--- src/common/input_pkg.sv ---
`default_nettype none

package input_pkg;

    // keypad codes as {row nibble, column nibble}, both active low
    // row bit n low means row n was driven and column bit m low means column m pulled low
    typedef enum logic [7:0] {
        KEY_NONE      = 8'b0000_0000,  // nothing to report
        KEY_ONE       = 8'b1110_1110,
        KEY_TWO       = 8'b1110_1101,
        KEY_THREE     = 8'b1110_1011,
        KEY_PAUSE     = 8'b1110_0111,  // "A" key
        KEY_FOUR      = 8'b1101_1110,
        KEY_FIVE      = 8'b1101_1101,
        KEY_SIX       = 8'b1101_1011,
        KEY_TOGGLE    = 8'b1101_0111,  // "B" key
        KEY_SEVEN     = 8'b1011_1110,
        KEY_EIGHT     = 8'b1011_1101,
        KEY_NINE      = 8'b1011_1011,
        KEY_C         = 8'b1011_0111,
        KEY_BACKSPACE = 8'b0111_1110,  // "*" key
        KEY_ZERO      = 8'b0111_1101,
        KEY_ENTER     = 8'b0111_1011,  // "#" key
        KEY_D         = 8'b0111_0111
    } key_code_t;

    // input unit states
    typedef enum logic [1:0] {
        ST_BLOCK  = 2'b00,  // idle until the cpu asks for input
        ST_SWITCH = 2'b01,  // data comes from the switch bank
        ST_KEYPAD = 2'b10,  // decimal entry on the keypad
        ST_HALT   = 2'b11   // cpu paused
    } input_state_t;

    // longest decimal number accepted from the keypad
    localparam int MAX_DIGITS = 8;

endpackage

`default_nettype wire
--- src/logic/user_input_top.sv ---
`timescale 1ns/1ps
`default_nettype none

module user_input_top #(
    parameter int DATA_WIDTH     = 32,
    parameter int SWITCH_CNT     = 16,
    parameter int SCAN_DIV       = 50000,   // cycles per row slot
    parameter int DEBOUNCE_SCANS = 4,
    parameter int FILTER_CYCLES  = 100000
) (
    input  logic                    clk,
    input  logic                    rst_n,
    input  logic [3:0]              key_col,
    input  logic [SWITCH_CNT-1:0]   switch_raw,
    input  logic                    input_enable,
    input  logic                    uart_complete,
    output logic [3:0]              key_row,
    output logic [DATA_WIDTH-1:0]   input_data,
    output logic                    input_complete,
    output logic                    switch_enable,
    output logic                    cpu_pause,
    output input_pkg::input_state_t input_state
);
    import input_pkg::*;

    key_code_t             key_coord;   // one-cycle press report
    logic [SWITCH_CNT-1:0] switch_map;  // debounced switches

    keypad_scanner #(
        .SCAN_DIV       (SCAN_DIV),
        .DEBOUNCE_SCANS (DEBOUNCE_SCANS)
    ) scanner_i (
        .clk       (clk),
        .rst_n     (rst_n),
        .key_col   (key_col),
        .key_row   (key_row),
        .key_coord (key_coord)
    );

    switch_filter #(
        .SWITCH_CNT    (SWITCH_CNT),
        .FILTER_CYCLES (FILTER_CYCLES)
    ) filter_i (
        .clk        (clk),
        .rst_n      (rst_n),
        .switch_raw (switch_raw),
        .switch_map (switch_map)
    );

    input_unit #(
        .DATA_WIDTH (DATA_WIDTH),
        .SWITCH_CNT (SWITCH_CNT)
    ) unit_i (
        .clk            (clk),
        .rst_n          (rst_n),
        .key_coord      (key_coord),
        .switch_map     (switch_map),
        .input_enable   (input_enable),
        .uart_complete  (uart_complete),
        .input_data     (input_data),
        .input_complete (input_complete),
        .switch_enable  (switch_enable),
        .cpu_pause      (cpu_pause),
        .input_state    (input_state)
    );

endmodule

`default_nettype wire

--- src/input_ctrl/input_unit.sv ---
`timescale 1ns/1ps
`default_nettype none

module input_unit #(
    parameter int DATA_WIDTH = 32,
    parameter int SWITCH_CNT = 16
) (
    input  logic                    clk,
    input  logic                    rst_n,
    input  input_pkg::key_code_t    key_coord,
    input  logic [SWITCH_CNT-1:0]   switch_map,
    input  logic                    input_enable,   // cpu asks for a value
    input  logic                    uart_complete,  // uart transfer finished
    output logic [DATA_WIDTH-1:0]   input_data,
    output logic                    input_complete,
    output logic                    switch_enable,
    output logic                    cpu_pause,
    output input_pkg::input_state_t input_state
);
    import input_pkg::*;

    localparam int CNT_W = $clog2(MAX_DIGITS + 1);

    logic [DATA_WIDTH-1:0] keypad_data;
    logic [CNT_W-1:0]      digit_cnt;
    logic                  digit_key;
    logic [3:0]            digit_val;

    always_comb begin
        digit_key = 1'b1;
        digit_val = 4'd0;
        case (key_coord)
            KEY_ZERO:  digit_val = 4'd0;
            KEY_ONE:   digit_val = 4'd1;
            KEY_TWO:   digit_val = 4'd2;
            KEY_THREE: digit_val = 4'd3;
            KEY_FOUR:  digit_val = 4'd4;
            KEY_FIVE:  digit_val = 4'd5;
            KEY_SIX:   digit_val = 4'd6;
            KEY_SEVEN: digit_val = 4'd7;
            KEY_EIGHT: digit_val = 4'd8;
            KEY_NINE:  digit_val = 4'd9;
            default:   digit_key = 1'b0;  // control keys and KEY_NONE
        endcase
    end

    assign input_data = switch_enable ? DATA_WIDTH'(switch_map) : keypad_data;

    // with input_enable still high, ST_BLOCK re-enters ST_KEYPAD on the next
    // cycle, so input_complete is a single-cycle pulse in that case
    always_ff @(posedge clk or negedge rst_n) begin
        if (!rst_n) begin
            input_state    <= ST_BLOCK;
            input_complete <= 1'b0;
            switch_enable  <= 1'b0;
            cpu_pause      <= 1'b0;
            keypad_data    <= '0;
            digit_cnt      <= '0;
        end else begin
            case (input_state)
                ST_BLOCK: begin
                    if (key_coord == KEY_PAUSE) begin
                        input_state <= ST_HALT;
                        cpu_pause   <= 1'b1;
                    end else if (input_enable) begin
                        input_state    <= ST_KEYPAD;
                        input_complete <= 1'b0;
                        switch_enable  <= 1'b0;  // new entry starts on the keypad
                        keypad_data    <= '0;
                        digit_cnt      <= '0;
                    end
                end
                ST_KEYPAD: begin
                    if (!input_enable) begin
                        input_state <= ST_BLOCK;  // abandoned without completion
                    end else begin
                        case (key_coord)
                            KEY_TOGGLE: begin
                                input_state   <= ST_SWITCH;
                                switch_enable <= 1'b1;
                            end
                            KEY_BACKSPACE: begin
                                if (digit_cnt != '0) begin
                                    keypad_data <= keypad_data / DATA_WIDTH'(10);
                                    digit_cnt   <= digit_cnt - CNT_W'(1);
                                end
                            end
                            KEY_ENTER: begin
                                input_state    <= ST_BLOCK;
                                input_complete <= 1'b1;
                                digit_cnt      <= '0;
                            end
                            KEY_PAUSE: begin
                                input_state    <= ST_HALT;
                                input_complete <= 1'b1;
                                cpu_pause      <= 1'b1;
                                digit_cnt      <= '0;
                            end
                            default: begin
                                if (digit_key && (digit_cnt < CNT_W'(MAX_DIGITS))) begin
                                    keypad_data <= keypad_data * DATA_WIDTH'(10) +
                                                   DATA_WIDTH'(digit_val);
                                    digit_cnt   <= digit_cnt + CNT_W'(1);
                                end
                            end
                        endcase
                    end
                end
                ST_SWITCH: begin
                    case (key_coord)
                        KEY_TOGGLE: begin
                            input_state   <= ST_KEYPAD;  // back to keypad value
                            switch_enable <= 1'b0;
                        end
                        KEY_ENTER: begin
                            input_state    <= ST_BLOCK;
                            input_complete <= 1'b1;
                            digit_cnt      <= '0;
                        end
                        KEY_PAUSE: begin
                            input_state    <= ST_HALT;
                            input_complete <= 1'b1;
                            cpu_pause      <= 1'b1;
                            digit_cnt      <= '0;
                        end
                        default: ;
                    endcase
                end
                ST_HALT: begin
                    if (uart_complete && (key_coord == KEY_PAUSE)) begin
                        input_state <= ST_BLOCK;  // resume
                        cpu_pause   <= 1'b0;
                    end
                end
            endcase
        end
    end

    a_digit_limit: assert property (@(posedge clk) disable iff (!rst_n)
        digit_cnt <= CNT_W'(MAX_DIGITS));

    a_pause_in_halt: assert property (@(posedge clk) disable iff (!rst_n)
        cpu_pause == (input_state == ST_HALT));

endmodule

`default_nettype wire

--- src/logic/switch_filter.sv ---
`timescale 1ns/1ps
`default_nettype none

module switch_filter #(
    parameter int SWITCH_CNT    = 16,
    parameter int FILTER_CYCLES = 100000
) (
    input  logic                  clk,
    input  logic                  rst_n,
    input  logic [SWITCH_CNT-1:0] switch_raw,
    output logic [SWITCH_CNT-1:0] switch_map
);

    localparam int CNT_W = $clog2(FILTER_CYCLES + 1);

    logic [SWITCH_CNT-1:0] sync_meta;
    logic [SWITCH_CNT-1:0] sync_q;
    logic [SWITCH_CNT-1:0] candidate;  // value currently being timed
    logic [CNT_W-1:0]      stable_cnt;
    logic                  settled;

    always_ff @(posedge clk or negedge rst_n) begin
        if (!rst_n) begin
            sync_meta <= '0;
            sync_q    <= '0;
        end else begin
            sync_meta <= switch_raw;
            sync_q    <= sync_meta;
        end
    end

    assign settled = (stable_cnt == CNT_W'(FILTER_CYCLES));

    always_ff @(posedge clk or negedge rst_n) begin
        if (!rst_n) begin
            candidate  <= '0;
            stable_cnt <= '0;
        end else if (sync_q != candidate) begin
            candidate  <= sync_q;  // any change restarts the timer
            stable_cnt <= '0;
        end else if (!settled) begin
            stable_cnt <= stable_cnt + CNT_W'(1);
        end
    end

    // publish only a value that has held long enough
    always_ff @(posedge clk or negedge rst_n) begin
        if (!rst_n) begin
            switch_map <= '0;
        end else if (settled && (sync_q == candidate)) begin
            switch_map <= candidate;
        end
    end

endmodule

`default_nettype wire

--- src/keypad/keypad_scanner.sv ---
`timescale 1ns/1ps
`default_nettype none

// SCAN_DIV should be at least 3 so the synchronized columns
// belong to the current row by the end of its slot
module keypad_scanner #(
    parameter int SCAN_DIV       = 50000,
    parameter int DEBOUNCE_SCANS = 4
) (
    input  logic                 clk,
    input  logic                 rst_n,
    input  logic [3:0]           key_col,
    output logic [3:0]           key_row,
    output input_pkg::key_code_t key_coord
);
    import input_pkg::*;

    localparam int DIV_W = $clog2(SCAN_DIV + 1);
    localparam int RUN_W = $clog2(DEBOUNCE_SCANS + 1);

    logic [3:0]       col_meta;
    logic [3:0]       col_sync;
    logic [DIV_W-1:0] div_cnt;
    logic             slot_end;
    logic             scan_end;
    logic [3:0]       col_pick;
    logic             row_hit;
    logic             scan_hit;   // a key was already seen in this scan
    logic [7:0]       scan_code;
    logic [7:0]       code_now;
    logic [7:0]       last_code;
    logic [RUN_W-1:0] run_cnt;
    logic [RUN_W-1:0] run_next;
    logic             locked;
    logic             fire;

    always_ff @(posedge clk or negedge rst_n) begin
        if (!rst_n) begin
            col_meta <= 4'hF;  // columns idle high
            col_sync <= 4'hF;
        end else begin
            col_meta <= key_col;
            col_sync <= col_meta;
        end
    end

    assign slot_end = (div_cnt == DIV_W'(SCAN_DIV - 1));
    assign scan_end = slot_end && !key_row[3];  // last slot of the scan

    always_ff @(posedge clk or negedge rst_n) begin
        if (!rst_n) begin
            div_cnt <= '0;
            key_row <= 4'b1110;  // row 0 first
        end else if (slot_end) begin
            div_cnt <= '0;
            key_row <= {key_row[2:0], key_row[3]};
        end else begin
            div_cnt <= div_cnt + DIV_W'(1);
        end
    end

    // lowest pulled column wins when several are low
    always_comb begin
        col_pick = 4'hF;
        if (!col_sync[0]) begin
            col_pick = 4'b1110;
        end else if (!col_sync[1]) begin
            col_pick = 4'b1101;
        end else if (!col_sync[2]) begin
            col_pick = 4'b1011;
        end else if (!col_sync[3]) begin
            col_pick = 4'b0111;
        end
    end

    assign row_hit  = (col_sync != 4'hF);
    assign code_now = scan_hit ? scan_code : (row_hit ? {key_row, col_pick} : 8'h00);

    always_comb begin
        if (code_now != last_code) begin
            run_next = RUN_W'(1);  // new code starts a fresh run
        end else if (run_cnt != RUN_W'(DEBOUNCE_SCANS)) begin
            run_next = run_cnt + RUN_W'(1);
        end else begin
            run_next = run_cnt;  // saturate while held
        end
    end

    assign fire = scan_end && (code_now != 8'h00) && !locked &&
                  (run_next == RUN_W'(DEBOUNCE_SCANS));

    always_ff @(posedge clk or negedge rst_n) begin
        if (!rst_n) begin
            scan_hit  <= 1'b0;
            scan_code <= 8'h00;
        end else if (slot_end) begin
            if (scan_end) begin
                scan_hit  <= 1'b0;
                scan_code <= 8'h00;
            end else if (row_hit && !scan_hit) begin
                scan_hit  <= 1'b1;
                scan_code <= {key_row, col_pick};
            end
        end
    end

    // one verdict per full scan
    always_ff @(posedge clk or negedge rst_n) begin
        if (!rst_n) begin
            last_code <= 8'h00;
            run_cnt   <= '0;
            locked    <= 1'b0;
        end else if (scan_end) begin
            if (code_now == 8'h00) begin
                last_code <= 8'h00;  // full scan with nothing pressed
                run_cnt   <= '0;
                locked    <= 1'b0;
            end else begin
                last_code <= code_now;
                run_cnt   <= run_next;
                if (fire) begin
                    locked <= 1'b1;  // hold off until release
                end
            end
        end
    end

    always_ff @(posedge clk or negedge rst_n) begin
        if (!rst_n) begin
            key_coord <= KEY_NONE;
        end else begin
            key_coord <= fire ? key_code_t'(code_now) : KEY_NONE;
        end
    end

    a_single_pulse: assert property (@(posedge clk) disable iff (!rst_n)
        (key_coord != KEY_NONE) |=> (key_coord == KEY_NONE));

endmodule

`default_nettype wire

--- config.mk ---
export PLATFORM = sky130hd
export DESIGN_NAME = user_input_top
export DESIGN_NICKNAME = d
export VERILOG_FILES = /design/src/common/input_pkg.sv /design/src/logic/user_input_top.sv /design/src/input_ctrl/input_unit.sv /design/src/logic/switch_filter.sv /design/src/keypad/keypad_scanner.sv
export SDC_FILE = /design/constraint.sdc
export NUM_CORES = 1
export LEC_CHECK = 0
export ABC_AREA = 1
export BUFFER_PORTS_ARGS = -buffer_cell sky130_fd_sc_hd__buf_2
export CORE_ASPECT_RATIO = 2
export CORE_UTILIZATION = 48
export DETAILED_ROUTE_END_ITERATION = 6
export PLACE_DENSITY_LB_ADDON = 0.2
export SLEW_MARGIN = 20
export SYNTH_ARGS = -nofsm -noshare
export SYNTH_HDL_FRONTEND = slang
export SYNTH_SLANG_ARGS = --single-unit
export TNS_END_PERCENT = 5
--- constraint.sdc ---
create_clock -name clk -period 24.6 [get_ports clk]
set_input_delay 4.92 -clock clk [delete_from_list [all_inputs] [get_ports clk]]
set_output_delay 4.92 -clock clk [all_outputs]
set_load 0.02 [all_outputs]
==> impl_results.md, run 1 <==
* Status: finished clean
* Diodes inserted at 0
* Fin crit share at 42.30%
* # hold bufs at CTS at 0
* Ranking of synthesized cells by area: dfrtp_1, nand2_1, ha_1, inv_1, nand3_1
* CTS clk-pin slew, worst paths at 0.07 ns
* Die W at 116.9 µm
* Worst Skew at 0.009953 ns
* Flops & latches, synth at 179
* Maxcap violations at 0
* First-pass GRT wire length at 49300 µm
* Residual DRC at 0
* Post-route cell area at 0.01390 mm²
* Slowest cell on crit path: dfrtp_1
* TritonCTS Buffers at 17
* HPWL Detailed at 22160 µm
* RePlAce Congestion at 0.8604
* Peak supply drop at 59.64 µV
* DR iter-0 viols at 419
* RSZ-0062 raised after global routing: false
* DRT Pass-1 Iters at 5
* Critical path type: reg -> reg
* RR Startpoint: unit_i.keypad_data[29]$_DFFE_PN0P_
* Fmax at 96.10 MHz
* Synth Area in Simple Gates at 28.88%
* Yosys cell types at 54
* TritonCTS clock tree: done
* Compound-Gate Fraction of Synth Area at 12.91%
* Post-CTS setup buffers at 0
* Die H at 231.8 µm
* Syn nets at 1773
* Initial antenna violation count at 0
* Total clock sinks at 179
* Pwr dens at 42.20 mW/mm²
* Initial Util at 49.21%
* Crit path launch: unit_i.keypad_data[29]$_DFFE_PN0P_
* Worst R2R End: unit_i.keypad_data[0]$_DFFE_PN0P_
* Total track usage at 22.96%
* Avg Vias per Cell at 5.340
* Die footprint at 0.02710 mm²
* FP Rows at 83
* Grt total ovfl at 0
* Worst slew pin tran at 0.9715 ns
* Vias at 11108
* Crit-path max cell delay at 0.41 ns
* Reg2Reg Setup Slack at 14.19 ns
* Synth warnings at 0
* Area delta synth->final at 9.645%
* Synth Instances at 1675
* Worst reg-to-reg path cell count at 113
* Synth Area in Adders at 7.483%
* Final setup viols at 0
* Critical path required time at 24.98 ns
* Layout net count at 1825
* Worst setup SP type: flip-flop
* Seq/Total Area, Yosys at 35.45%
* Core Region at 0.02575 mm²
* CTS H-Tree Depth at 4
* Main combinational cell family by area after synthesis: simple AND/OR/NAND/NOR gates
* Critical path arrival at 10.79 ns
* Mux cell area share after synthesis at 0.9773%
* Hold Path Stages at 0
* Post-cts resize count at 0
* Synth Area in XOR/XNOR at 5.252%
* Area post-placement at 0.01331 mm²
* PortBufs at 64
* Share of layout cells above drive strength 1 at 18.33%
* Post-synth top area share at 33.17%
* Crit Path Max Fanout at 5
* Minimum clock period at 10.41 ns
* Num ports at 65
* Crit path capture type: flip-flop
* Syn_area_per_cell at 7.567 µm²
* Top cell type by total area after synthesis: dfrtp_1
* Largest net degree at the start of global routing at 106
* Setup TNS at 0 ns
* Clock Tree Root: clkbuf_16
* Vias in the first global route at 11230
* Post-Route WL at 28440 µm
* Most used cell, CP: nand2_1
* Clock Path Buffers at 2
* Max-slew violations at 0
* Worst hold path type: reg -> reg
* P_leak at 0.006838 µW
* Final Hold Vio Count at 0
* Antenna Nets Post-Route at 0
* Cell area after synthesis at 0.01267 mm²
* DR WL/cell at 13.67 µm
* Max_slew headroom at 34.64%
* Crit path to: unit_i.keypad_data[0]$_DFFE_PN0P_
* Clk_lat worst skew at 0.45 ns
* Filler Cell Count at 2595
[sequential cells by signal, indices dropped and copies added, names as in the netlist, 4 cells and up]
signal / count
filter_i.candidate: 16
filter_i.stable_cnt: 17
filter_i.switch_map: 16
filter_i.sync_meta: 16
filter_i.sync_q: 16
scanner_i.col_meta: 4
scanner_i.col_sync: 4
scanner_i.div_cnt: 16
scanner_i.key_coord: 8
scanner_i.key_row: 4
scanner_i.last_code: 8
scanner_i.scan_code: 8
unit_i.digit_cnt: 4
unit_i.keypad_data: 32
[power breakdown]
| part | leakage [µW] | switching, µW | internal (µW) |
|---|---|---|---|
| clock network | 0.000287 | 128 | 144 |
| logic | 0.00441 | 8.74 | 3.90 |
| registers | 0.00214 | 2.35 | 299 |
| total | 0.00684 | 139 | 447 |
[worst min path at each step]
stage,start,slack (ns),endpoint
6_report,filter_i.sync_meta[8]$_DFF_PN0_,0.35,filter_i.sync_q[8]$_DFF_PN0_
5_1_grt,filter_i.sync_meta[2]$_DFF_PN0_,0.35,filter_i.sync_q[2]$_DFF_PN0_
4_1_cts,filter_i.sync_meta[8]$_DFF_PN0_,0.35,filter_i.sync_q[8]$_DFF_PN0_
3_5_place_dp,filter_i.sync_meta[8]$_DFF_PN0_,0.33,filter_i.sync_q[8]$_DFF_PN0_
3_3_place_gp,filter_i.sync_meta[14]$_DFF_PN0_,0.33,filter_i.sync_q[14]$_DFF_PN0_
2_1_floorplan,filter_i.sync_meta[0]$_DFF_PN0_,0.33,filter_i.sync_q[0]$_DFF_PN0_
[final cells by class]
class	instances	area [µm²]	share of cell area (%)
Sequential cell	179	4494	32.34
Timing Repair Buffer	68	359.1	2.584
Multi-Input combinational cell	1200	7041	50.66
Tap cell	340	425.4	3.061
Clock buffer	17	425.4	3.061
Clock inverter	15	157.7	1.134
Inverter	261	994.7	7.158
[logic make-up (layout without fill, tap and decap cells)]
logic type,Yosys count,after routing
AND/OR/NAND/NOR,759,759
buffers and inverters,296,361
AO/OA/AOI/OAI,280,280
flip-flops,179,179
XOR/XNOR,76,76
adder cells (fa/ha/maj),74,74
multiplexers,11,11
[layer usage]
layer  routed length [µm]  track usage, %  vias to the layer above
met1                10080           21.49                     5320
met3                  638           3.707                       64
li1                     -               -                     5586
met4                 1000           10.64                        0
met2                16730           46.14                      138
met5                    0               0                        -
[worst max-delay path, delay by kind of cell, from the launching register on]
family	cells	cell delay [ns]
AND/OR/NAND/NOR	93	7.75
AO/OA/AOI/OAI	7	1.14
buffers and inverters	13	0.96
flip-flops	1	0.41
[synth_stat cells, drive strengths merged]
master	n
nand2	411
and3	1
nand4	30
o211ai	3
ha	71
nor4	15
or2	7
a21oi	91
o221a	1
a21boi	1
a32o	2
dfstp	11
xor2	50
or3	1
o22ai	10
xnor2	26
o21ai	118
nand3b	1
nor3	21
nor2	126
nor3b	1
nand3	145
mux2	11
a211oi	3
o21bai	6
o2111ai	2
o21a	5
o41ai	2
inv	254
clkinv	5
a31oi	9
dfrtp	168
a22oi	16
bufinv	1
clkinvlp	1
a21o	6
a221oi	1
fa	3
buf	1
o31ai	4
clkbuf	34
[per-stage QoR]
step	setup WS (ns)	utilization (%)	power, µW	instances	hold slack [ns]
CTS	14.21	53.96	595.6	2080	0.3489
detailed placement	14.27	51.70	320.9	2048	0.3347
finish	14.19	53.96	586.4	2080	0.3488
floorplan	15.66	-	311.9	1675	0.3312
global route	12.64	53.96	608.0	2080	0.3529
global placement	14.55	51.70	320.5	2048	0.3332
[cell usage in the layout, fill, tap and decap left out, types with 6 or more instances in the layout]
master,n
dfstp_2,11
nor4_1,15
o21ai_1,11
nand2_4,16
o21ai_2,13
a22oi_1,16
o22ai_1,10
a21oi_1,88
nand4_1,30
inv_1,218
or2_2,7
nor3_1,21
ha_1,71
clkbuf_16,17
buf_2,63
inv_6,6
nand3_2,14
nand2_2,96
nand2_1,298
nand3_1,131
xnor2_1,26
o21ai_0,94
a31oi_1,9
xor2_1,50
dfrtp_1,167
inv_2,36
mux2_2,11
nor2_1,122
No activity file was read; power rests on OpenSTA's default activity.
==> run 2: changes to the inputs <==
--- a/config.mk
+++ b/config.mk
@@ -5,7 +5,7 @@
 export SDC_FILE = /design/constraint.sdc
 export NUM_CORES = 1
 export LEC_CHECK = 0
-export ABC_AREA = 1
+export ABC_AREA = 0
 export BUFFER_PORTS_ARGS = -buffer_cell sky130_fd_sc_hd__buf_2
 export CORE_ASPECT_RATIO = 2
 export CORE_UTILIZATION = 48
==> constraint.sdc (replaced) <==
create_clock -name clk -period 8.6 [get_ports clk]
set_input_delay 1.72 -clock clk [delete_from_list [all_inputs] [get_ports clk]]
set_output_delay 1.72 -clock clk [all_outputs]
set_load 0.02 [all_outputs]
==> impl_results.md, run 2 <==
* Yosys cell types at 110
* Synth Area in Adders at 7.367%
* Synth Area in Simple Gates at 20.41%
* Avg Vias per Cell at 6.007
* CP Depth at 47
* Synth Area in XOR/XNOR at 7.638%
* Most used cell, CP: buf_4
* Final Hold Vio Count at 0
* Final core utilization at 62.46%
* TritonCTS clock tree: done
* DR iter-0 viols at 758
* RSZ-0062 raised after global routing: true
* Critical path arrival at 10.82 ns
* Post-synth EDFFs at 0
* Critical path required time at 8.96 ns
* Peak supply drop at 156.0 µV
* Hold Path Stages at 0
* DR WL/cell at 17.82 µm
* NetSw at 401.0 µW
* Residual DRC at 0
* Post-Route WL at 39490 µm
* Antenna Nets Post-Route at 0
* Die footprint at 0.02960 mm²
* Fmax at 95.59 MHz
* Critical path's top delay family: compound AO/OA/AOI/OAI gates
* Compound-Gate Fraction of Synth Area at 24.14%
* CTS H-Tree Depth at 4
* Biggest regs: unit_i.keypad_data (32), filter_i.stable_cnt (17)
* Flop pwr share at 51.7%
* Total clock sinks at 179
* Seq/Total Area, Yosys at 32.42%
* Worst path bufs/invs at 10
* Fin crit share at 121.6%
* Combinational power share at 2.0%
* Ranking of synthesized cells by area: dfrtp_1, ha_1, nand2_1, xnor2_1, o21ai_0
* CTS clk-pin slew, worst paths at 0.07 ns
* Final setup viols at 7
* Grt total ovfl at 0
* Largest net degree at the start of global routing at 99
* Dominant synthesized flop cell: dfrtp_1
* Pwr dens at 94.61 mW/mm²
* TritonCTS Buffers at 17
* Initial Util at 48.97%
* Mux cell area share after synthesis at 3.124%
* Syn_area_per_cell at 8.576 µm²
* Commonest cells after routing, fill and taps aside: buf_4, nand2_1, dfrtp_1
* Slowest cell on crit path: or4_4
* Number of flip-flops in the largest register at 32
* Area post-placement at 0.01572 mm²
* First-pass GRT wire length at 64340 µm
* Most flops, register: unit_i.keypad_data
* Initial antenna violation count at 0
* Clock Tree Root: clkbuf_16
* Filler Cell Count at 2468
* Crit-path max cell delay at 0.57 ns
* Vias at 13312
* Register Area at 0.004497 mm²
* PortBufs at 64
* Synth Instances at 1616
* Synth warnings at 0
* Minimum clock period at 10.46 ns
* Worst reg-to-reg path cell count at 47
* Main combinational cell family by area after synthesis: compound AO/OA/AOI/OAI gates
* Final Non-Filler Cells at 2216
* Total track usage at 27.27%
* Syn nets at 1714
* Share of layout cells above drive strength 1 at 29.57%
* Crit path capture type: flip-flop
* Max_slew headroom at 33.04%
* Max-slew violations at 0
* Area occupied by multi-input gates at 0.009627 mm²
* Worst slew pin tran at 0.9953 ns
* Most frequent cell after synthesis: nand2_1
* Area delta synth->final at 27.56%
* Clock share of power at 46.3%
* Maxcap violations at 0
* Worst Skew at 0.01015 ns
* Post-synth top area share at 30.34%
* P_leak at 0.007589 µW
* Clk_lat worst skew at 0.44 ns
* Worst hold path type: reg -> reg
* Die W at 122.2 µm
* Synth async-reset ratio at 100.0%
* Num ports at 65
* RePlAce Congestion at 0.9459
* DRT Pass-1 Iters at 7
* Worst setup SP type: flip-flop
* Top cell type by total area after synthesis: dfrtp_1
* Sw frac at 23.98%
* Die H at 242.3 µm
* Most common cell after layout, fill and taps aside: buf_4
* Layout net count at 1945
* Diodes inserted at 0
* Vias in the first global route at 13526
* Internal power at 1272 µW
* Critical path type: reg -> reg
* Dpl cells at 2135
* Post-route cell area at 0.01768 mm²
* Flops & latches, synth at 179
* FP Rows at 87
* Cell area after synthesis at 0.01386 mm²
* Failing checks: negative setup slack
* Status: finished with violations
* HPWL Detailed at 28550 µm
* Clock Path Buffers at 2
* Core Region at 0.02830 mm²
* Most frequent cells after synthesis: nand2_1, dfrtp_1, nor2_1
* Crit Path Max Fanout at 8
* Setup WS post-layout at -1.862 ns
==> run 2: cell types whose count changed after synthesis, moves of 16 or more <==
cell | previous run | this run
clkbuf_1 | 32 | 75
xnor2_1 | 26 | 64
nand2_4 | 16 | 0
inv_1 | 218 | 62
o22ai_1 | 10 | 26
nand2b_1 | 0 | 18
o21bai_1 | 5 | 28
and3_1 | 1 | 22
nand2_2 | 96 | 0
nand2_1 | 298 | 173
nand3_1 | 131 | 50
inv_2 | 36 | 1
==> run 2: cells by family after synthesis <==
kind of cell,count (synthesis)
AO/OA/AOI/OAI,469
XOR/XNOR,120
adder cells (fa/ha/maj),81
buffers and inverters,166
flip-flops,179
multiplexers,39
AND/OR/NAND/NOR,562
==> run 2: worst paths after layout <==
check,to,slack [ns],startpoint
setup reg to reg,unit_i.keypad_data[0]$_DFFE_PN0P_,-1.86,unit_i.keypad_data[27]$_DFFE_PN0P_
max in group asynchronous,scanner_i.key_coord[1]$_DFF_PN0_,5.98,rst_n
hold / removal,filter_i.sync_q[4]$_DFF_PN0_,0.35,filter_i.sync_meta[4]$_DFF_PN0_
hold reg to reg,filter_i.sync_q[4]$_DFF_PN0_,0.35,filter_i.sync_meta[4]$_DFF_PN0_
setup / recovery,unit_i.keypad_data[0]$_DFFE_PN0P_,-1.86,unit_i.keypad_data[27]$_DFFE_PN0P_
min in group asynchronous,filter_i.stable_cnt[16]$_DFFE_PN0N_,1.37,rst_n
==> run 2: power by group through the flow <==
stage | combinational (µW) | sequential (µW) | clock, µW
finish | 33.7 | 864 | 774
floorplan | 10.9 | 878 | 0
global route | 39.4 | 866 | 825
global placement | 34.9 | 880 | 0
CTS | 35.3 | 864 | 799
detailed placement | 35.3 | 881 | 0
==> run 2: through the flow <==
step | setup WS [ns] | hold slack (ns) | power, µW | setup TNS [ns]
floorplan | -1.275 | 0.3312 | 889.2 | -4.711
detailed placement | -2.011 | 0.3347 | 916.0 | -9.841
CTS | -1.624 | 0.3482 | 1699 | -6.843
finish | -1.862 | 0.3451 | 1673 | -8.514
global placement | -1.896 | 0.3326 | 915.0 | -9.061
global route | -2.237 | 0.3547 | 1730 | -11.28
==> run 2: metal layers <==
metal	GRT usage, %	part of all wire (%)	up-vias
li1	-	-	6360
met1	27.17	36	6490
met2	53.52	58	334
met3	2.966	2.5	128
met4	13.52	4.1	0
met5	0	0	-
==> run 2: area by class of cell <==
| type | count | share of cell area (%) |
|---|---|---|
| clock inverter | 14 | 0.8493 |
| inverter | 68 | 1.444 |
| sequential | 179 | 25.44 |
| clock buffer | 18 | 2.548 |
| tap | 356 | 2.520 |
| multi-input combinational | 1272 | 54.46 |
| timing repair buffer | 309 | 12.75 |
==> run 2: what timing repair did <==
item | in CTS | in global routing
buffers inserted | 35 | 14
resized for setup | 133 | 48
gates cloned | 1 | 0
hold buffers | 0 | 0
setup endpoints to repair | 8 | 8
pin swaps | 78 | 47
